===== src/include/axi_defines.svh =====
`ifndef AXI_DEFINES_SVH
`define AXI_DEFINES_SVH

// Bus widths
`define AXI_ADDR_W 32
`define AXI_DATA_W 64
`define AXI_STRB_W 8
`define AXI_ID_W 4

// Power of two SRAM depth in 64-bit words
`define SRAM_WORDS 1024

`endif


===== src/verilog/axi_pkg.sv =====
`include "axi_defines.svh"

package axi_pkg;

  typedef enum logic [1:0] {
    FIXED = 2'b00,
    INCR  = 2'b01,
    WRAP  = 2'b10
  } burst_e;

  typedef enum logic [1:0] {
    OKAY   = 2'b00,
    EXOKAY = 2'b01,
    SLVERR = 2'b10,
    DECERR = 2'b11
  } resp_e;

  typedef enum logic [1:0] {
    IDLE,
    IFU_READ,
    EXU_READ,
    EXU_WRITE
  } arb_state_e;

  // Shared by AR and AW
  typedef struct packed {
    logic [`AXI_ID_W-1:0]   id;
    logic [`AXI_ADDR_W-1:0] addr;
    logic [7:0]             len;
    logic [2:0]             size;
    burst_e                 burst;
  } axi_addr_t;

  typedef struct packed {
    logic [`AXI_DATA_W-1:0] data;
    logic [`AXI_STRB_W-1:0] strb;
    logic                   last;
  } axi_w_t;

  typedef struct packed {
    logic [`AXI_ID_W-1:0] id;
    resp_e                resp;
  } axi_b_t;

  typedef struct packed {
    logic [`AXI_ID_W-1:0]   id;
    logic [`AXI_DATA_W-1:0] data;
    resp_e                  resp;
    logic                   last;
  } axi_r_t;

endpackage


===== src/verilog/axi_arbiter.sv =====
`timescale 1ns/1ps

module axi_arbiter (
  input  logic                clock,
  input  logic                reset,
  // ifu side
  input  logic                ifu_ar_valid_i,
  input  axi_pkg::axi_addr_t  ifu_ar_i,
  output logic                ifu_ar_ready_o,
  output logic                ifu_r_valid_o,
  output axi_pkg::axi_r_t     ifu_r_o,
  input  logic                ifu_r_ready_i,
  // exu side
  input  logic                exu_ar_valid_i,
  input  axi_pkg::axi_addr_t  exu_ar_i,
  output logic                exu_ar_ready_o,
  output logic                exu_r_valid_o,
  output axi_pkg::axi_r_t     exu_r_o,
  input  logic                exu_r_ready_i,
  input  logic                exu_aw_valid_i,
  input  axi_pkg::axi_addr_t  exu_aw_i,
  output logic                exu_aw_ready_o,
  input  logic                exu_w_valid_i,
  input  axi_pkg::axi_w_t     exu_w_i,
  output logic                exu_w_ready_o,
  output logic                exu_b_valid_o,
  output axi_pkg::axi_b_t     exu_b_o,
  input  logic                exu_b_ready_i,
  // mem side
  output logic                mem_ar_valid_o,
  output axi_pkg::axi_addr_t  mem_ar_o,
  input  logic                mem_ar_ready_i,
  input  logic                mem_r_valid_i,
  input  axi_pkg::axi_r_t     mem_r_i,
  output logic                mem_r_ready_o,
  output logic                mem_aw_valid_o,
  output axi_pkg::axi_addr_t  mem_aw_o,
  input  logic                mem_aw_ready_i,
  output logic                mem_w_valid_o,
  output axi_pkg::axi_w_t     mem_w_o,
  input  logic                mem_w_ready_i,
  input  logic                mem_b_valid_i,
  input  axi_pkg::axi_b_t     mem_b_i,
  output logic                mem_b_ready_o
);

  axi_pkg::arb_state_e state_q;
  axi_pkg::arb_state_e state_d;
  logic                r_done;
  logic                b_done;

  // Transaction ends on the last read beat or the write response
  assign r_done = mem_r_valid_i && mem_r_ready_o && mem_r_i.last;
  assign b_done = mem_b_valid_i && mem_b_ready_o;

  always_comb begin
    state_d = state_q;
    case (state_q)
      axi_pkg::IDLE: begin
        // Fixed priority
        if (ifu_ar_valid_i) begin
          state_d = axi_pkg::IFU_READ;
        end else if (exu_ar_valid_i) begin
          state_d = axi_pkg::EXU_READ;
        end else if (exu_aw_valid_i) begin
          state_d = axi_pkg::EXU_WRITE;
        end
      end
      axi_pkg::IFU_READ,
      axi_pkg::EXU_READ: begin
        if (r_done) begin
          state_d = axi_pkg::IDLE;
        end
      end
      axi_pkg::EXU_WRITE: begin
        if (b_done) begin
          state_d = axi_pkg::IDLE;
        end
      end
      default: state_d = axi_pkg::IDLE;
    endcase
  end

  always_ff @(posedge clock or negedge reset) begin
    if (!reset) begin
      state_q <= axi_pkg::IDLE;
    end else begin
      state_q <= state_d;
    end
  end

  // Steer the granted master and hold all other outputs at zero
  always_comb begin
    ifu_ar_ready_o = 1'b0;
    ifu_r_valid_o  = 1'b0;
    ifu_r_o        = '0;
    exu_ar_ready_o = 1'b0;
    exu_r_valid_o  = 1'b0;
    exu_r_o        = '0;
    exu_aw_ready_o = 1'b0;
    exu_w_ready_o  = 1'b0;
    exu_b_valid_o  = 1'b0;
    exu_b_o        = '0;
    mem_ar_valid_o = 1'b0;
    mem_ar_o       = '0;
    mem_r_ready_o  = 1'b0;
    mem_aw_valid_o = 1'b0;
    mem_aw_o       = '0;
    mem_w_valid_o  = 1'b0;
    mem_w_o        = '0;
    mem_b_ready_o  = 1'b0;
    case (state_q)
      axi_pkg::IFU_READ: begin
        mem_ar_valid_o = ifu_ar_valid_i;
        mem_ar_o       = ifu_ar_i;
        ifu_ar_ready_o = mem_ar_ready_i;
        ifu_r_valid_o  = mem_r_valid_i;
        ifu_r_o        = mem_r_i;
        mem_r_ready_o  = ifu_r_ready_i;
      end
      axi_pkg::EXU_READ: begin
        mem_ar_valid_o = exu_ar_valid_i;
        mem_ar_o       = exu_ar_i;
        exu_ar_ready_o = mem_ar_ready_i;
        exu_r_valid_o  = mem_r_valid_i;
        exu_r_o        = mem_r_i;
        mem_r_ready_o  = exu_r_ready_i;
      end
      axi_pkg::EXU_WRITE: begin
        mem_aw_valid_o = exu_aw_valid_i;
        mem_aw_o       = exu_aw_i;
        exu_aw_ready_o = mem_aw_ready_i;
        mem_w_valid_o  = exu_w_valid_i;
        mem_w_o        = exu_w_i;
        exu_w_ready_o  = mem_w_ready_i;
        exu_b_valid_o  = mem_b_valid_i;
        exu_b_o        = mem_b_i;
        mem_b_ready_o  = exu_b_ready_i;
      end
      default: begin
      end
    endcase
  end

  // The memory answers only the transaction that holds the grant
  a_r_under_read_grant: assert property (@(posedge clock) disable iff (!reset)
    mem_r_valid_i |-> (state_q == axi_pkg::IFU_READ || state_q == axi_pkg::EXU_READ));

  a_b_under_write_grant: assert property (@(posedge clock) disable iff (!reset)
    mem_b_valid_i |-> (state_q == axi_pkg::EXU_WRITE));

endmodule


===== config.mk =====
export PLATFORM = sky130hd
export DESIGN_NAME = axi_arbiter
export DESIGN_NICKNAME = d
export VERILOG_FILES = /design/src/verilog/axi_pkg.sv /design/src/verilog/axi_arbiter.sv
export VERILOG_INCLUDE_DIRS = /design/src /design/src/include
export SDC_FILE = /design/constraint.sdc
export NUM_CORES = 1
export LEC_CHECK = 0
export ABC_AREA = 1
export BUFFER_PORTS_ARGS = -buffer_cell sky130_fd_sc_hd__buf_2
export CAP_MARGIN = 20
export CORE_AREA = 2 2 250 252
export DETAILED_ROUTE_END_ITERATION = 16
export DIE_AREA = 0 0 252 254
export SYNTH_ARGS = -nofsm -noshare
export SYNTH_HDL_FRONTEND = slang
export SYNTH_SLANG_ARGS = --single-unit

===== constraint.sdc =====
create_clock -name clock -period 1.8 [get_ports clock]
set_clock_uncertainty 0.15 [all_clocks]
set_input_delay 0.36 -clock clock [delete_from_list [all_inputs] [get_ports clock]]
set_output_delay 0.36 -clock clock [all_outputs]
set_load 0.03 [all_outputs]

==> results.md, run 1 <==
* Status: finished, violations left
* Violated checks: setup timing
* Most common cell in the synthesized netlist: nand2_1
* Max Cap Viol at 0
* Number of synthesized flops with an enable pin at 0
* Tcrit/Tclk final at 119.9%
* Mux cell area share after synthesis at 0%
* CTS sink count at 2
* Clk pin slew, worst setup/hold paths at 0.03 ns
* Dpl hpwl at 20320 um
* Placer Congestion at 0.8673
* Die area at 0.06401 mm2
* Post-synth top cells: 390 x nand2_1, 279 x inv_1, 52 x a21oi_1, 16 x buf_6, 15 x buf_4
* Max Clock Freq at 463.2 MHz
* R2R Setup Slk at -0.08 ns
* Max-slew violations at 0
* Number of port buffers at 641
* Critical path launch point type: register
* Synth Area in Simple Gates at 45.15%
* Leak Pwr at 0.007157 uW
* Ys flop type: dfrtp_1
* Synth area leaders: nand2_1 44%, inv_1 31%, a21oi_1 7.8%
* Setup WS post-layout at -0.3590 ns
* IO Count at 642
* Slew @ Worst Pin at 0.1991 ns
* Drt pass-1 iters at 5
* Routed wl met2 at 14220 um
* Post-synthesis xor/xnor area fraction at 0%
* Crit path max fanout at 14
* M1 WL at 11140 um
* Sequential fraction of the synthesis area at 1.504%
* Arr. time, crit path at 1.65 ns
* Biggest register: state_q
* DRT iter0 DRCs at 475
* TNS Setup at -88.11 ns
* Synth top area share at 43.98%
* Root buffer cell: clkbuf_16
* Crit path launch: state_q[1]$_DFFE_PN0P_
* Hold Path Class: primary input to asynchronous set/reset pin
* Via density at 3.148
* Post-Syn Instances at 793
* Design Area, Final at 0.01044 mm2
* VDD IR max at 0.0006336 V
* Adder-cell area share of the yosys netlist at 1.504%
* Total global routing overflow at 0
* DRT Wirelength at 28850 um
* Synth Register Bits at 2
* Min Hold Slack at 0.3987 ns
* Yosys cell types at 15
* Wire length of the first global-routing pass at 35930 um
* Die X at 252 um
* Layout cells sized above 1 at 59.25%
* Core area at 0.06126 mm2
* Min Tclk post-route at 2.159 ns
* Total power divided by cell area at 1255 mW/mm2
* Setup violators final at 333
* Initial antenna violation count at 3
* Largest net degree at the start of global routing at 39
* RR Endpoint: state_q[1]$_DFFE_PN0P_
* Async SR Flop Fraction at 100.0%
* Nature of the critical path endpoint: primary output
* Syn nets at 1108
* Mapped Area at 0.003328 mm2
* GRT Util Overall at 7.426%
* Relative slew slack at 86.72%
* Largest regs: state_q: 2 flops
* Placed inst area at 0.007850 mm2
* CP Class: register to primary output
* CTS tree: built
* Yosys warning total at 0
* Cells on worst reg2reg path at 11
* Finished Core Util at 17.04%
* Area grow syn2layout at 213.6%
* Via count at 7101
* Clock Path Buffers at 2
* Post-route ant nets at 0
* Critical path data required time at 1.29 ns
* Worst Setup EP: exu_r_o[68]
* Endpoints failing hold at 0
* Reg2reg start: state_q[1]$_DFFE_PN0P_
* CTS Buf Count at 3
* Post-synthesis compound-gate area fraction at 8.045%
* RSZ-0062 raised after global routing: yes
* Die Span Y at 254 um
* DR DRC count at 0
* Max FFs per register at 2
* Row cnt at 91
* Number of global-route vias before repair at 6317
* Top routing layer used: met4
* Yosys top cell by area: nand2_1
* Routed len/inst at 12.79 um
* Fill cell count at 6947
* Initial Utilization at 5.433%
* Routed length on met3 at 2663 um
* Fin nets at 1782
* CTS H-tree lvls at 1
* Main combinational cell family by area after synthesis: simple AND/OR/NAND/NOR gates
* Avg Cell Area, Syn at 4.197 um2
* Worst-Skew Late Latency at 0.22 ns
## where the power goes
part / leakage [uW] / switching (uW) / internal (uW)
sequential: 0.0000255 / 15.2 / 65.8
combinational: 0.00709 / 7430 / 5260
clock: 0.0000370 / 49.4 / 282
## critical path: stages, from the launching register on
cell and delay, ns:
dfrtp_1 0.39, buf_4 0.15, ha_4 0.17, buf_12 0.15
buf_4 0.15, buf_8 0.13, nand2_2 0.07, inv_1 0.04
buf_2 0.16
## logic make-up (layout without fill, tap and decap cells)
logic type,after synthesis,after routing
AOI/OAI and AO/OA,53,53
and+or+nand+nor,397,397
other,0,1
DFF,2,2
adders and majority gates,4,4
buffers and inverters,337,1009
## placed cells by master, fill, tap and decap left out, types with 2 or more instances in the layout
cell       Yosys  routed
clkbuf_16      0       5
nand2_4        0      20
buf_2         13     364
buf_12         0      17
a21oi_2        0      45
buf_6         16     197
inv_1        279     262
a21oi_4        0       6
dfrtp_1        2       2
buf_8          0       7
buf_16         0      17
inv_2         10      26
buf_4         15     111
ha_4           0       3
nand2_1      390     326
nand3_1        2       2
nand2_2        3      47
## metal layers
| layer | GRT usage (%) | up-vias |
|---|---|---|
| met5 | 0 | - |
| met4 | 2.063 | 0 |
| met3 | 1.690 | 50 |
| met2 | 13.07 | 461 |
| met1 | 9.011 | 3123 |
| li1 | - | 3467 |
## worst min-delay path by stage
stage                    from                endpoint  slack (ns)  cells past startpoint
5_1_grt                 reset  state_q[1]$_DFFE_PN0P_        0.44                      2
2_1_floorplan           reset  state_q[0]$_DFFE_PN0P_       -0.09                      0
3_5_place_dp            reset  state_q[0]$_DFFE_PN0P_       0.004                      1
3_3_place_gp            reset  state_q[0]$_DFFE_PN0P_       0.002                      1
4_1_cts        exu_ar_valid_i  state_q[0]$_DFFE_PN0P_        0.42                      4
6_report                reset  state_q[0]$_DFFE_PN0P_        0.40                      2
## per-stage QoR
step	setup slack, ns	instances	power (uW)
global route	-0.4295	2256	13850
floorplan	-0.05899	793	6154
global placement	-0.1669	2217	9051
finish	-0.3590	2256	13100
CTS	-0.3753	2246	12280
detailed placement	-0.1812	2217	9044
## timing repair
item                                   CTS  global route
hold buffers                             1             0
endpoints found under the hold margin    2             0
buffers inserted                         9             6
setup endpoints to repair              332           333
gates resized for setup                472           160
pin swaps                               24            21
cloned                                  16             3
## layout make-up
class / instances / area (um2) / area share, %
Timing Repair Buffer: 717 / 5879 / 56.33
Multi-Input combinational cell: 454 / 2355 / 22.56
Inverter: 289 / 1087 / 10.42
Tap cell: 790 / 988.4 / 9.470
Clock buffer: 3 / 75.07 / 0.7193
Sequential cell: 2 / 50.05 / 0.4795
Antenna cell: 1 / 2.502 / 0.02398
Note: power is estimated with default switching activity, not from simulation.
==> run 2: changes to the inputs <==
- ABC_AREA: 1 -> not set
- CORE_AREA: 2 2 250 252 -> 2 2 253 255
- DIE_AREA: 0 0 252 254 -> 0 0 255 257
- clock period: 1.8 -> 2.12 ns (I/O delays scaled with it)
==> run 2 against run 1 <==
Highest routed layer is now met5. Combinational power is 20% lower. Largest cell class unchanged. Clock-buffer cell count did not move. Critical path type unchanged. Worst setup slack gained 0.18 ns. Worst hold slack got worse by 0.021 ns. Register-to-register slack improved by 0.02 ns. The run still ends with setup timing left. Sequential cell count unchanged. First-iteration DRC count fell by 61%. Die area increased by 2.4%. Cell count is 13% lower. Synthesized cell count shrank 44%. Clock power is 14% lower. Core utilization down 2.6 points.
==> results.md, run 2 <==
* Placed insts at 1900 (-14%)
* Number of synthesized flops with an enable pin at 0 (unchanged)
* Max Cap Viol at 0 (unchanged)
* Initial Utilization at 4.541% (-0.89 points)
* Status: finished, violations left
* DR DRC count at 0 (unchanged)
* IO Count at 642 (unchanged)
* Die area at 0.06554 mm2 (+2.4%)
* Dpl hpwl at 32390 um (+59%)
* Total power divided by cell area at 1170 mW/mm2 (-6.8%)
* Row cnt at 92 (+1.1%)
* VDD IR max at 0.0005168 V (-18%)
* Arr. time, crit path at 1.72 ns (+0.07 ns)
* Synth Register Bits at 2 (unchanged)
* Most common cell in the synthesized netlist: and2_1
* Synth top area share at 61.48% (+17 points)
* Post-synth top cells: 280 x and2_1, 51 x nor2b_1, 50 x a22oi_1, 23 x buf_2, 18 x clkbuf_1
* Die Span Y at 257 um (+1.2%)
* Yosys cell types at 17 (+2)
* Finished Core Util at 14.42% (-2.6 points)
* CTS sink count at 2 (unchanged)
* DRT Wirelength at 41700 um (+45%)
* Placer Congestion at 0.8891 (+2.5%)
* Max Clock Freq at 435.6 MHz
* Number of port buffers at 641 (unchanged)
* Yosys top cell by area: and2_1
* Drt pass-1 iters at 4 (-1)
* Endpoints failing hold at 0 (unchanged)
* Post-Syn Instances at 447 (-44%)
* Worst-Skew Late Latency at 0.22 ns (about the same)
* Non-filler cells, final at 1958 (-13%)
* Leak Pwr at 0.004715 uW (-34%)
* Max FFs per register at 2 (unchanged)
* Commonest non-fill, non-tap cells in the layout: 478 x buf_2, 215 x and2_1, 97 x buf_6
* Via count at 6007 (-15%)
* Sequential fraction of the synthesis area at 1.757% (+0.25 points)
* Root buffer cell: clkbuf_16
* Setup WS post-layout at -0.1754 ns (+0.1836 ns)
* Area grow syn2layout at 217.6%
* Async SR Flop Fraction at 100.0% (unchanged)
* Post-route ant nets at 0 (unchanged)
* Fin nets at 1409 (-21%)
* RSZ-0062 raised after global routing: yes
* Total global routing overflow at 0 (unchanged)
* Relative slew slack at 75.74% (-11 points)
* Layout cells sized above 1 at 71.43% (+12 points)
* Largest net degree at the start of global routing at 75 (+92%)
* Min Hold Slack at 0.3781 ns (-0.02056 ns)
* Die X at 255 um (+1.2%)
* Core area at 0.06274 mm2 (+2.4%)
* Critical path launch point type: register
* Crit path max fanout at 6 (-8)
* Number of global-route vias before repair at 5423 (-14%)
* Slew @ Worst Pin at 0.3639 ns (+0.1648 ns)
* Routed len/inst at 21.30 um (+67%)
* Hold Path Class: primary input to asynchronous set/reset pin
* Max-slew violations at 0 (unchanged)
* Biggest register: state_q
* Nature of the critical path endpoint: primary output
* DRT iter0 DRCs at 183 (-61%)
* Synth area leaders: and2_1 61%, a22oi_1 13%, nor2b_1 11%
* Initial antenna violation count at 48 (+45)
* CTS tree: built
* Syn nets at 762 (-31%)
* Clock Path Buffers at 2 (unchanged)
* CP Class: register to primary output
* Via density at 3.068 (-2.5%)
* Wire length of the first global-routing pass at 45340 um (+26%)
* Critical path data required time at 1.55 ns (+0.26 ns)
* CTS Buf Count at 3 (unchanged)
* Violated checks: setup timing
* Setup violators final at 301 (-9.6%)
* Tcrit/Tclk final at 108.3%
* Min Tclk post-route at 2.295 ns
* Fill cell count at 7116 (+2.4%)
* Clk pin slew, worst setup/hold paths at 0.03 ns (about the same)
* Avg Cell Area, Syn at 6.374 um2 (+52%)
* Yosys warning total at 0 (unchanged)
* CTS H-tree lvls at 1 (unchanged)
* GRT Util Overall at 10.40% (+3.0 points)
* Most common cell after layout, fill and taps aside: buf_2
* Mapped Area at 0.002849 mm2 (-14%)
* Largest regs: state_q: 2 flops
* R2R Setup Slk at -0.06 ns (+0.02 ns)
* Ys flop type: dfrtp_1
* TNS Setup at -21.18 ns (+66.93 ns)
-- run 2: cell count changes in the layout (fill, tap and decap cells not counted), moves of 45 or more --
cell	before	now
a21oi_2	45	0
and2_1	0	215
and2_4	0	65
buf_2	364	478
buf_4	111	51
buf_6	197	97
inv_1	262	1
nand2_1	326	3
nand2_2	47	0
nor2b_1	0	47
-- run 2: worst max-delay path, cell delays in order, from the launching register on --
cell	delay, ns
dfrtp_1	0.38
buf_6	0.13
ha_4	0.21
buf_8	0.15
a22oi_2	0.35
nor2b_4	0.10
buf_6	0.15
-- run 2: stage by stage --
| step | total power (uW) | worst slack (ns) | cell area, um2 |
|---|---|---|---|
| 4_1_cts | 8482 | -0.1449 | 7572 |
| 6_report | 10590 | -0.1754 | 9049 |
| 2_1_floorplan | 4966 | 0.08289 | 2849 |
| 3_5_place_dp | 7607 | -0.1807 | 7201 |
| 3_3_place_gp | 7574 | -0.2164 | 7201 |
| 5_1_grt | 11190 | -0.2219 | 9031 |
-- run 2: cell type report --
class                      instances  area [um2]  share of cell area, %
timing repair buffer             689        4954                  54.74
multi-input combinational        395        2850                  31.50
tap                              846        1059                  11.70
clock buffer                       3       75.07                 0.8296
sequential                         2       50.05                 0.5531
antenna                           20       50.05                 0.5531
inverter                           3       11.26                 0.1244
-- run 2: power by group --
group / internal (uW) / switching, uW / leakage (uW)
logic: 4310 / 5920 / 0.00465
clock network: 240 / 45.2 / 0.0000371
registers: 56.5 / 13.2 / 0.0000253
total: 4610 / 5980 / 0.00471
-- run 2: cell families after synthesis --
group	synth area share [%]
adder cells (fa/ha/maj)	1.757
AND/OR/NAND/NOR	73.30
multiplexers	0.7027
buffers and inverters	7.949
AO/OA/AOI/OAI	14.54
flip-flops	1.757
-- run 2: path summary, 6_finish.rpt --
path                                        startpoint                     end  cells after the start
worst max-delay path            state_q[1]$_DFFE_PN0P_            mem_ar_o[34]                      6
worst min-delay path                             reset  state_q[0]$_DFFE_PN0P_                      2
worst max register to register  state_q[1]$_DFFE_PN0P_  state_q[0]$_DFFE_PN0P_                      9
worst min register to register  state_q[0]$_DFFE_PN0P_  state_q[0]$_DFFE_PN0P_                      2
max in group asynchronous                        reset  state_q[1]$_DFFE_PN0P_                      2
min in group clock                      ifu_ar_valid_i  state_q[0]$_DFFE_PN0P_                      3
-- run 2: metal layers --
metal	global-route usage [%]	up-vias	part of all wire (%)
met5	0	-	0.55
met4	2.810	36	2.5
met3	7.030	84	15
met2	17.46	460	46
met1	10.41	2688	36
li1	-	2739	-
-- run 2: repair_timing --
action                                  in CTS  in global routing
resized for setup                           61                401
gates cloned                                 2                 21
pin swaps                                    3                 41
buffers inserted                             4                  9
hold buffers                                 1                  0
endpoints found under the setup margin     242                331
endpoints found under the hold margin        2                  0
